### config.mk
export PLATFORM = sky130hd
export DESIGN_NAME = cpu_datapath
export DESIGN_NICKNAME = d
export VERILOG_FILES = /design/src/source/lc3b_types.sv /design/src/source/cpu_datapath.sv /design/src/source/execution_module.sv /design/src/source/instruction_decode.sv /design/src/source/instruction_fetch.sv /design/src/source/memory_module.sv /design/src/source/writeback_module.sv
export SDC_FILE = /design/constraint.sdc
export NUM_CORES = 1
export LEC_CHECK = 0
export BUFFER_PORTS_ARGS = -buffer_cell sky130_fd_sc_hd__buf_2
export CAP_MARGIN = 20
export CORE_UTILIZATION = 61
export DETAILED_ROUTE_END_ITERATION = 6
export GPL_ROUTABILITY_DRIVEN = 0
export HOLD_SLACK_MARGIN = 0.08
export PLACE_DENSITY = 0.8
export SYNTH_ARGS = -nofsm -noshare
export SYNTH_HDL_FRONTEND = slang
export SYNTH_SLANG_ARGS = --single-unit
export TNS_END_PERCENT = 1
### constraint.sdc
create_clock -name clk -period 3.9 [get_ports clk]
set_clock_uncertainty 0.2 [all_clocks]
set_input_delay 0.195 -clock clk [delete_from_list [all_inputs] [get_ports clk]]
set_output_delay 0.195 -clock clk [all_outputs]
set_load 0.1 [all_outputs]
### src/source/lc3b_types.sv
package lc3b_types;

// ==============================
// basic word types
// ==============================

// data, addresses and instructions.
typedef logic [15:0] lc3b_word;

// register index, eight registers.
typedef logic [2:0] lc3b_reg;

// ==============================
// encodings
// ==============================

// opcode field ir[15:12]; only the supported subset.
typedef enum logic [3:0] {
	op_nop = 4'b0000,
	op_add = 4'b0001,
	op_and = 4'b0101,
	op_ldr = 4'b0110,
	op_str = 4'b0111,
	op_not = 4'b1001
} lc3b_opcode;

// execute stage operation.
// alu_pass forwards the address adder for loads and stores.
typedef enum logic [1:0] {
	alu_add  = 2'b00,
	alu_and  = 2'b01,
	alu_not  = 2'b10,
	alu_pass = 2'b11
} lc3b_aluop;

// ==============================
// control word
// ==============================

// travels with the instruction through every stage.
typedef struct packed {
	lc3b_opcode opcode;
	lc3b_aluop  aluop;
	logic       imm_sel;
	logic       regfile_load;
} lc3b_control;

// bubble / reset value.
localparam lc3b_control ctrl_nop = '{
	opcode:       op_nop,
	aluop:        alu_add,
	imm_sel:      1'b0,
	regfile_load: 1'b0
};

endpackage : lc3b_types

### src/source/cpu_datapath.sv
`timescale 1ns/10ps

module cpu_datapath (
	input  logic                 clk,
	input  logic                 reset,
	output lc3b_types::lc3b_word mem_addr1,
	output logic                 mem_read1,
	input  lc3b_types::lc3b_word mem_rdata1,
	output lc3b_types::lc3b_word mem_addr2,
	output logic                 mem_read2,
	output logic                 mem_write2,
	input  lc3b_types::lc3b_word mem_rdata2,
	output lc3b_types::lc3b_word mem_wdata2
);
	import lc3b_types::*;

	// IF/ID.
	lc3b_word    if_ir;
	lc3b_word    if_pc;
	// ID/EX.
	lc3b_word    id_ir;
	lc3b_word    id_pc;
	lc3b_control id_control;
	lc3b_word    id_sr1;
	lc3b_word    id_sr2;
	// EX/MEM.
	lc3b_word    ex_ir;
	lc3b_control ex_control;
	lc3b_word    ex_alu;
	lc3b_word    ex_store_data;
	// MEM/WB.
	lc3b_word    mem_ir;
	lc3b_control mem_control;
	lc3b_word    mem_alu;
	lc3b_word    mem_mdr;
	// register file write.
	logic        wb_load;
	lc3b_reg     wb_dest;
	lc3b_word    wb_data;

	// fetch port idles while in reset.
	assign mem_read1 = ~reset;

	instruction_fetch u_fetch (
		.clk   (clk),
		.reset (reset),
		.instr (mem_rdata1),
		.pc    (mem_addr1),
		.ir    (if_ir),
		.ir_pc (if_pc)
	);

	instruction_decode u_decode (
		.clk     (clk),
		.reset   (reset),
		.ir_in   (if_ir),
		.pc_in   (if_pc),
		.wb_load (wb_load),
		.wb_dest (wb_dest),
		.wb_data (wb_data),
		.ir      (id_ir),
		.pc      (id_pc),
		.control (id_control),
		.sr1     (id_sr1),
		.sr2     (id_sr2)
	);

	execution_module u_execute (
		.clk        (clk),
		.reset      (reset),
		.ir_in      (id_ir),
		.pc_in      (id_pc),
		.control_in (id_control),
		.sr1        (id_sr1),
		.sr2        (id_sr2),
		.ir         (ex_ir),
		.control    (ex_control),
		.alu        (ex_alu),
		.store_data (ex_store_data)
	);

	memory_module u_memory (
		.clk        (clk),
		.reset      (reset),
		.ir_in      (ex_ir),
		.control_in (ex_control),
		.alu_in     (ex_alu),
		.store_data (ex_store_data),
		.mem_rdata  (mem_rdata2),
		.mem_addr   (mem_addr2),
		.mem_read   (mem_read2),
		.mem_write  (mem_write2),
		.mem_wdata  (mem_wdata2),
		.ir         (mem_ir),
		.control    (mem_control),
		.alu        (mem_alu),
		.mdr        (mem_mdr)
	);

	writeback_module u_writeback (
		.ir_in        (mem_ir),
		.control_in   (mem_control),
		.alu_in       (mem_alu),
		.mdr_in       (mem_mdr),
		.regfile_load (wb_load),
		.dest         (wb_dest),
		.data         (wb_data)
	);

endmodule : cpu_datapath

### src/source/execution_module.sv
`timescale 1ns/10ps

module execution_module (
	input  logic                    clk,
	input  logic                    reset,
	input  lc3b_types::lc3b_word    ir_in,
	input  lc3b_types::lc3b_word    pc_in,
	input  lc3b_types::lc3b_control control_in,
	input  lc3b_types::lc3b_word    sr1,
	input  lc3b_types::lc3b_word    sr2,
	output lc3b_types::lc3b_word    ir,
	output lc3b_types::lc3b_control control,
	output lc3b_types::lc3b_word    alu,
	output lc3b_types::lc3b_word    store_data
);
	import lc3b_types::*;

	lc3b_word imm5;
	lc3b_word offset6;
	lc3b_word operand_b;
	lc3b_word addr_sum;
	lc3b_word result;

	assign imm5      = {{11{ir_in[4]}}, ir_in[4:0]};
	// word offset, scaled to bytes.
	assign offset6   = {{9{ir_in[5]}}, ir_in[5:0], 1'b0};
	assign operand_b = control_in.imm_sel ? imm5 : sr2;
	assign addr_sum  = sr1 + offset6;

	always_comb begin
		case (control_in.aluop)
			alu_add:  result = sr1 + operand_b;
			alu_and:  result = sr1 & operand_b;
			alu_not:  result = ~sr1;
			alu_pass: result = addr_sum;
			default:  result = sr1 + operand_b;
		endcase
		// bubbles carry their fetch address down the pipe.
		if (control_in.opcode == op_nop) begin
			result = pc_in;
		end
	end

	// EX/MEM register.
	always_ff @(posedge clk) begin
		if (reset) begin
			ir      <= 16'h0000;
			control <= ctrl_nop;
		end else begin
			ir      <= ir_in;
			control <= control_in;
		end
		alu        <= result;
		store_data <= sr2;
	end

endmodule : execution_module

### src/source/instruction_decode.sv
`timescale 1ns/10ps

module instruction_decode (
	input  logic                    clk,
	input  logic                    reset,
	input  lc3b_types::lc3b_word    ir_in,
	input  lc3b_types::lc3b_word    pc_in,
	input  logic                    wb_load,
	input  lc3b_types::lc3b_reg     wb_dest,
	input  lc3b_types::lc3b_word    wb_data,
	output lc3b_types::lc3b_word    ir,
	output lc3b_types::lc3b_word    pc,
	output lc3b_types::lc3b_control control,
	output lc3b_types::lc3b_word    sr1,
	output lc3b_types::lc3b_word    sr2
);
	import lc3b_types::*;

	lc3b_word    regfile [8];
	lc3b_control ctrl_next;
	lc3b_reg     sr1_idx;
	lc3b_reg     sr2_idx;
	lc3b_word    sr1_data;
	lc3b_word    sr2_data;

	// ==============================
	// control word
	// ==============================

	always_comb begin
		ctrl_next = ctrl_nop;
		case (ir_in[15:12])
			op_add: begin
				ctrl_next.opcode       = op_add;
				ctrl_next.aluop        = alu_add;
				ctrl_next.imm_sel      = ir_in[5];
				ctrl_next.regfile_load = 1'b1;
			end
			op_and: begin
				ctrl_next.opcode       = op_and;
				ctrl_next.aluop        = alu_and;
				ctrl_next.imm_sel      = ir_in[5];
				ctrl_next.regfile_load = 1'b1;
			end
			op_not: begin
				ctrl_next.opcode       = op_not;
				ctrl_next.aluop        = alu_not;
				ctrl_next.regfile_load = 1'b1;
			end
			op_ldr: begin
				ctrl_next.opcode       = op_ldr;
				ctrl_next.aluop        = alu_pass;
				ctrl_next.regfile_load = 1'b1;
			end
			op_str: begin
				ctrl_next.opcode = op_str;
				ctrl_next.aluop  = alu_pass;
			end
			// anything else runs as a bubble.
			default: begin
				ctrl_next = ctrl_nop;
			end
		endcase
	end

	// ==============================
	// register file
	// ==============================

	// store data comes from the DR field.
	assign sr1_idx = ir_in[8:6];
	assign sr2_idx = (ir_in[15:12] == op_str) ? ir_in[11:9] : ir_in[2:0];

	// write-through, same-cycle writeback wins.
	assign sr1_data = (wb_load && (wb_dest == sr1_idx)) ? wb_data : regfile[sr1_idx];
	assign sr2_data = (wb_load && (wb_dest == sr2_idx)) ? wb_data : regfile[sr2_idx];

	always_ff @(posedge clk) begin
		if (reset) begin
			for (int i = 0; i < 8; i++) begin
				regfile[i] <= 16'h0000;
			end
		end else if (wb_load) begin
			regfile[wb_dest] <= wb_data;
		end
	end

	// ID/EX register.
	always_ff @(posedge clk) begin
		if (reset) begin
			ir      <= 16'h0000;
			control <= ctrl_nop;
		end else begin
			ir      <= ir_in;
			control <= ctrl_next;
		end
		pc  <= pc_in;
		sr1 <= sr1_data;
		sr2 <= sr2_data;
	end

endmodule : instruction_decode

### src/source/instruction_fetch.sv
`timescale 1ns/10ps

module instruction_fetch (
	input  logic                 clk,
	input  logic                 reset,
	input  lc3b_types::lc3b_word instr,
	output lc3b_types::lc3b_word pc,
	output lc3b_types::lc3b_word ir,
	output lc3b_types::lc3b_word ir_pc
);

	// ==============================
	// program counter
	// ==============================

	// one word per cycle, nothing redirects it.
	always_ff @(posedge clk) begin
		if (reset) begin
			pc <= 16'h0000;
		end else begin
			pc <= pc + 16'd2;
		end
	end

	// ==============================
	// IF/ID register
	// ==============================

	// all-zero word is a no-op.
	always_ff @(posedge clk) begin
		if (reset) begin
			ir    <= 16'h0000;
			ir_pc <= 16'h0000;
		end else begin
			ir    <= instr;
			ir_pc <= pc;
		end
	end

endmodule : instruction_fetch

### src/source/memory_module.sv
`timescale 1ns/10ps

module memory_module (
	input  logic                    clk,
	input  logic                    reset,
	input  lc3b_types::lc3b_word    ir_in,
	input  lc3b_types::lc3b_control control_in,
	input  lc3b_types::lc3b_word    alu_in,
	input  lc3b_types::lc3b_word    store_data,
	input  lc3b_types::lc3b_word    mem_rdata,
	output lc3b_types::lc3b_word    mem_addr,
	output logic                    mem_read,
	output logic                    mem_write,
	output lc3b_types::lc3b_word    mem_wdata,
	output lc3b_types::lc3b_word    ir,
	output lc3b_types::lc3b_control control,
	output lc3b_types::lc3b_word    alu,
	output lc3b_types::lc3b_word    mdr
);
	import lc3b_types::*;

	// address comes straight from the address adder.
	assign mem_addr  = alu_in;
	assign mem_read  = (control_in.opcode == op_ldr);
	assign mem_write = (control_in.opcode == op_str);
	assign mem_wdata = store_data;

	// MEM/WB register.
	always_ff @(posedge clk) begin
		if (reset) begin
			ir      <= 16'h0000;
			control <= ctrl_nop;
		end else begin
			ir      <= ir_in;
			control <= control_in;
		end
		alu <= alu_in;
		mdr <= mem_rdata;
	end

endmodule : memory_module

### src/source/writeback_module.sv
`timescale 1ns/10ps

module writeback_module (
	input  lc3b_types::lc3b_word    ir_in,
	input  lc3b_types::lc3b_control control_in,
	input  lc3b_types::lc3b_word    alu_in,
	input  lc3b_types::lc3b_word    mdr_in,
	output logic                    regfile_load,
	output lc3b_types::lc3b_reg     dest,
	output lc3b_types::lc3b_word    data
);
	import lc3b_types::*;

	// ==============================
	// result select
	// ==============================

	// loads return memory data, everything else the ALU.
	assign data = (control_in.opcode == op_ldr) ? mdr_in : alu_in;

	// DR is bits 11:9 for every writing instruction.
	assign dest = ir_in[11:9];

	assign regfile_load = control_in.regfile_load;

endmodule : writeback_module
==> run metrics <==
Seq/Total Area, Yosys 55.3%; root buffer cell clkbuf_16; Peak VDD IR 0.519 mV; core area 22,000 µm²; CTS buffer count 34; slowest CP cell dfxtp_1; setup_tns 0 ns; failing checks design-rule violations; Crit Reg-Reg Endpoint u_execute.alu[10]; HPWL after DPL 21,800 µm; status finished, violations left; final setup fails 0; worst setup margin 0.560 ns; fin crit period 3.34 ns; Area Growth Syn to Fin 16.1%; type of the most critical hold path input port to register; pre-CTS setup slack 0.661 ns; initial antenna violation count 1; r2r setup slk 0.56 ns; vias in the first global route 9,836; worst path cell trace mux2_2, ha_1, inv_1, fa_1, nand2b_1, a21oi_1, o21a_1, a41oi_1, xnor2_1, a221oi_1, a21oi_1; die height 152 µm; fillers 1,422; global-route track usage on met2 49.7%; initial core utilization 62.8%; max_cap viols 0; most used routing layer met2; layout cell share with drive strength beyond 1 22.7%; WL final 34,600 µm; Pre-antenna DRT Iters 7; number of synthesized flops with an enable pin 128; area fraction in compound gates after synthesis 8.54%; Mapped Avg Cell Area 12.0 µm²; slew margin rel. 21.9%; Crit Path Max Fanout 17; Critical Path AT 3.53 ns; post-synthesis mux area share 14.2%; Slew @ Worst Pin 1.17 ns; Remaining DRCs 14; Worst setup SP type register; post-route cell area 16,000 µm²; Final period util 85.7%; max-slew violations 0; Rows 54; GRT Residual Overflow 0; DR vias 9,780; H-Tree Depth 2; first-pass GRT wire length 53,500 µm; CP Capture Type register; GR met3 Demand/Resource 5.63%; CP max stage delay 0.68 ns; Routed WL per cell 22.1 µm; worst setup path class register to register; Synth Warn # 0; ys async rst share 0%; clock-pin slew on the worst setup and hold paths 0.06 ns; Area after DPL 14,500 µm²; Crit path depth 11; post-synthesis register bit count 317; Sink Count 317; via/cell ratio 6.23; mapped cell area 13,800 µm²; Critical Path RT 4.09 ns; TritonCTS clock tree done; delay-heaviest family, CP compound AO/OA/AOI/OAI gates; total power 8.21 mW; nets@finish 1,329; Mapped Cells 1,145; final hold slack 0.0994 ns; Synth Area in Adders 3.10%; hold path depth 2; Final Hold Viols 0; Synth Area in Simple Gates 13.4%; RSZ-0062 raised after global routing false; area of the multi-input gates 5820 µm²; Setup Buffers After CTS 0; Total GRT Usage 30.3%; ANT nets after route 0; FF-to-FF Start u_decode.control[1]; PD cells 513 nW/µm²; Netlist cell types 65; cell mode on critical path a21oi_1; post-CTS resize count 0; Starting DRT DRC Count 1,014; crit path to u_execute.alu[10]; area share of xor/xnor cells in the synthesized design 2.66%; CP startpoint u_decode.control[1]; Crit path buffers/inverters 1; largest family of logic cells by synthesized area multiplexers; GR Layer Usage met1 40.1%; # IOs 85; Register Area 7630 µm²; Die W 152 µm; worst skew pair latency 0.52 ns; IO Port Bufs 83; clk buf depth 3; Main synth FF type dfxtp_1; Reg2Reg Depth 11; Mapped Nets 1,212; P_leak 6.22 nW; die area 23,200 µm²; CTS Hold Bufs 33; hold path start mem_rdata2[3]; fmax 299 MHz; largest net degree at the start of global routing 74
[worst register-to-register path, cell delays in order, from the launching register on]
cell	delay (ns)
dfxtp_1	0.68
mux2_2	0.29
ha_1	0.19
inv_1	0.07
fa_1	0.40
nand2b_1	0.19
a21oi_1	0.32
o21a_1	0.21
a41oi_1	0.15
xnor2_1	0.15
a221oi_1	0.27
a21oi_1	0.10
[where the power goes]
part,switching (mW),internal (mW)
registers,0.132,3.61
clock network,1.33,1.94
logic,0.777,0.414
total,2.24,5.97
[state kept, by name, summed over array words and instances, names as in the netlist]
name / flops
u_decode.pc: 15
u_decode.ir: 9
u_execute.control: 5
u_decode.regfile: 128
u_memory.ir: 3
u_execute.alu: 16
u_memory.alu: 16
u_memory.mdr: 16
u_fetch.ir_pc: 15
u_fetch.ir: 16
u_memory.control: 5
u_decode.sr1: 16
u_execute.store_data: 16
u_fetch.pc: 15
u_decode.sr2: 16
u_decode.control: 7
u_execute.ir: 3
[cell families after synthesis]
| logic type | count (synthesis) |
|---|---|
| buf+inv | 84 |
| compound gates | 173 |
| fa+ha+maj | 33 |
| flops | 317 |
| mux | 108 |
| xor+xnor | 41 |
| other cells | 1 |
| simple gates | 388 |
[worst min-delay path by stage]
stage | to | slack, ns
2_1_floorplan | u_memory.mdr[0] | 0.02
3_3_place_gp | u_memory.mdr[2] | 0.1
3_5_place_dp | u_memory.mdr[11] | 0.1
4_1_cts | u_memory.mdr[3] | 0.1
5_1_grt | u_memory.mdr[2] | 0.11
6_report | u_memory.mdr[3] | 0.1
[metal layers]
metal  wire [µm]  vias to the layer above  share of wire (%)
met5           0                        -                  0
met4        1130                        0                3.3
met3        3060                       91                8.8
met2       16500                      557                 48
met1       14000                     4781                 40
li1            -                     4351                  -
[Yosys cell counts (6+ instances only)]
master    count  share of area (%)
inv_1        20               0.54
o21ai_0      57                2.1
dfxtp_1     189                 27
mux4_2       66                 11
and3_1       10               0.45
nand3_1      12               0.44
and2_1        6               0.27
a211oi_2     14                1.3
nor3_1        6               0.22
a21oi_2      14               0.89
a211oi_1      7               0.38
nand4_1       7               0.32
mux2_2       19                1.6
xor2_1       22                1.4
nor2_1      168                4.6
ha_1         31                2.8
xnor2_1      18                1.1
o21a_1        7               0.38
a221oi_1      6               0.38
a21oi_1      31                1.1
nand2_1      76                2.1
a21o_1       10               0.54
o211ai_1      7               0.38
nor2b_1      79                3.6
nand2b_1      6               0.27
buf_2         9               0.33
a31oi_1       7               0.32
edfxtp_1    128                 28
mux2i_1      20                1.5
clkbuf_1     46                1.3
[layout by cell type (no fill, tap or decap), types with 6 or more instances in the layout]
cell type	n
nand3_1	12
dlygate4sd3_1	33
nand2b_1	6
buf_2	83
a211oi_1	7
inv_1	20
a21oi_2	14
mux2i_1	19
nor3_1	6
o21a_1	7
nand4_1	7
nor2_1	168
dfxtp_1	188
a221oi_1	6
ha_1	31
o211ai_1	7
a21o_1	10
mux4_2	66
xnor2_1	18
a211oi_2	14
and2_1	6
o21ai_0	57
clkbuf_1	7
mux2_2	19
and3_1	10
nand2_1	76
buf_4	28
a21oi_1	31
a31oi_1	7
xor2_1	22
clkbuf_16	35
clkbuf_8	7
nor2b_1	79
edfxtp_1	128
[stage by stage]
stage / std cells / util, %
5_1_grt: 1568 / 72.9
3_3_place_gp: 1473 / 66.1
6_report: 1569 / 72.9
2_1_floorplan: 1145 / -
3_5_place_dp: 1473 / 66.1
4_1_cts: 1568 / 72.9
[layout make-up]
| type | count | share of cell area [%] |
|---|---|---|
| Sequential cell | 317 | 47.7 |
| Multi-Input combinational cell | 744 | 36.4 |
| Clock buffer | 49 | 6.24 |
| Timing Repair Buffer | 145 | 6.10 |
| Tap cell | 280 | 2.19 |
| Clock inverter | 13 | 0.938 |
| Inverter | 20 | 0.469 |
| Antenna cell | 1 | 0.0156 |
Note: power is estimated with default switching activity, not from simulation.
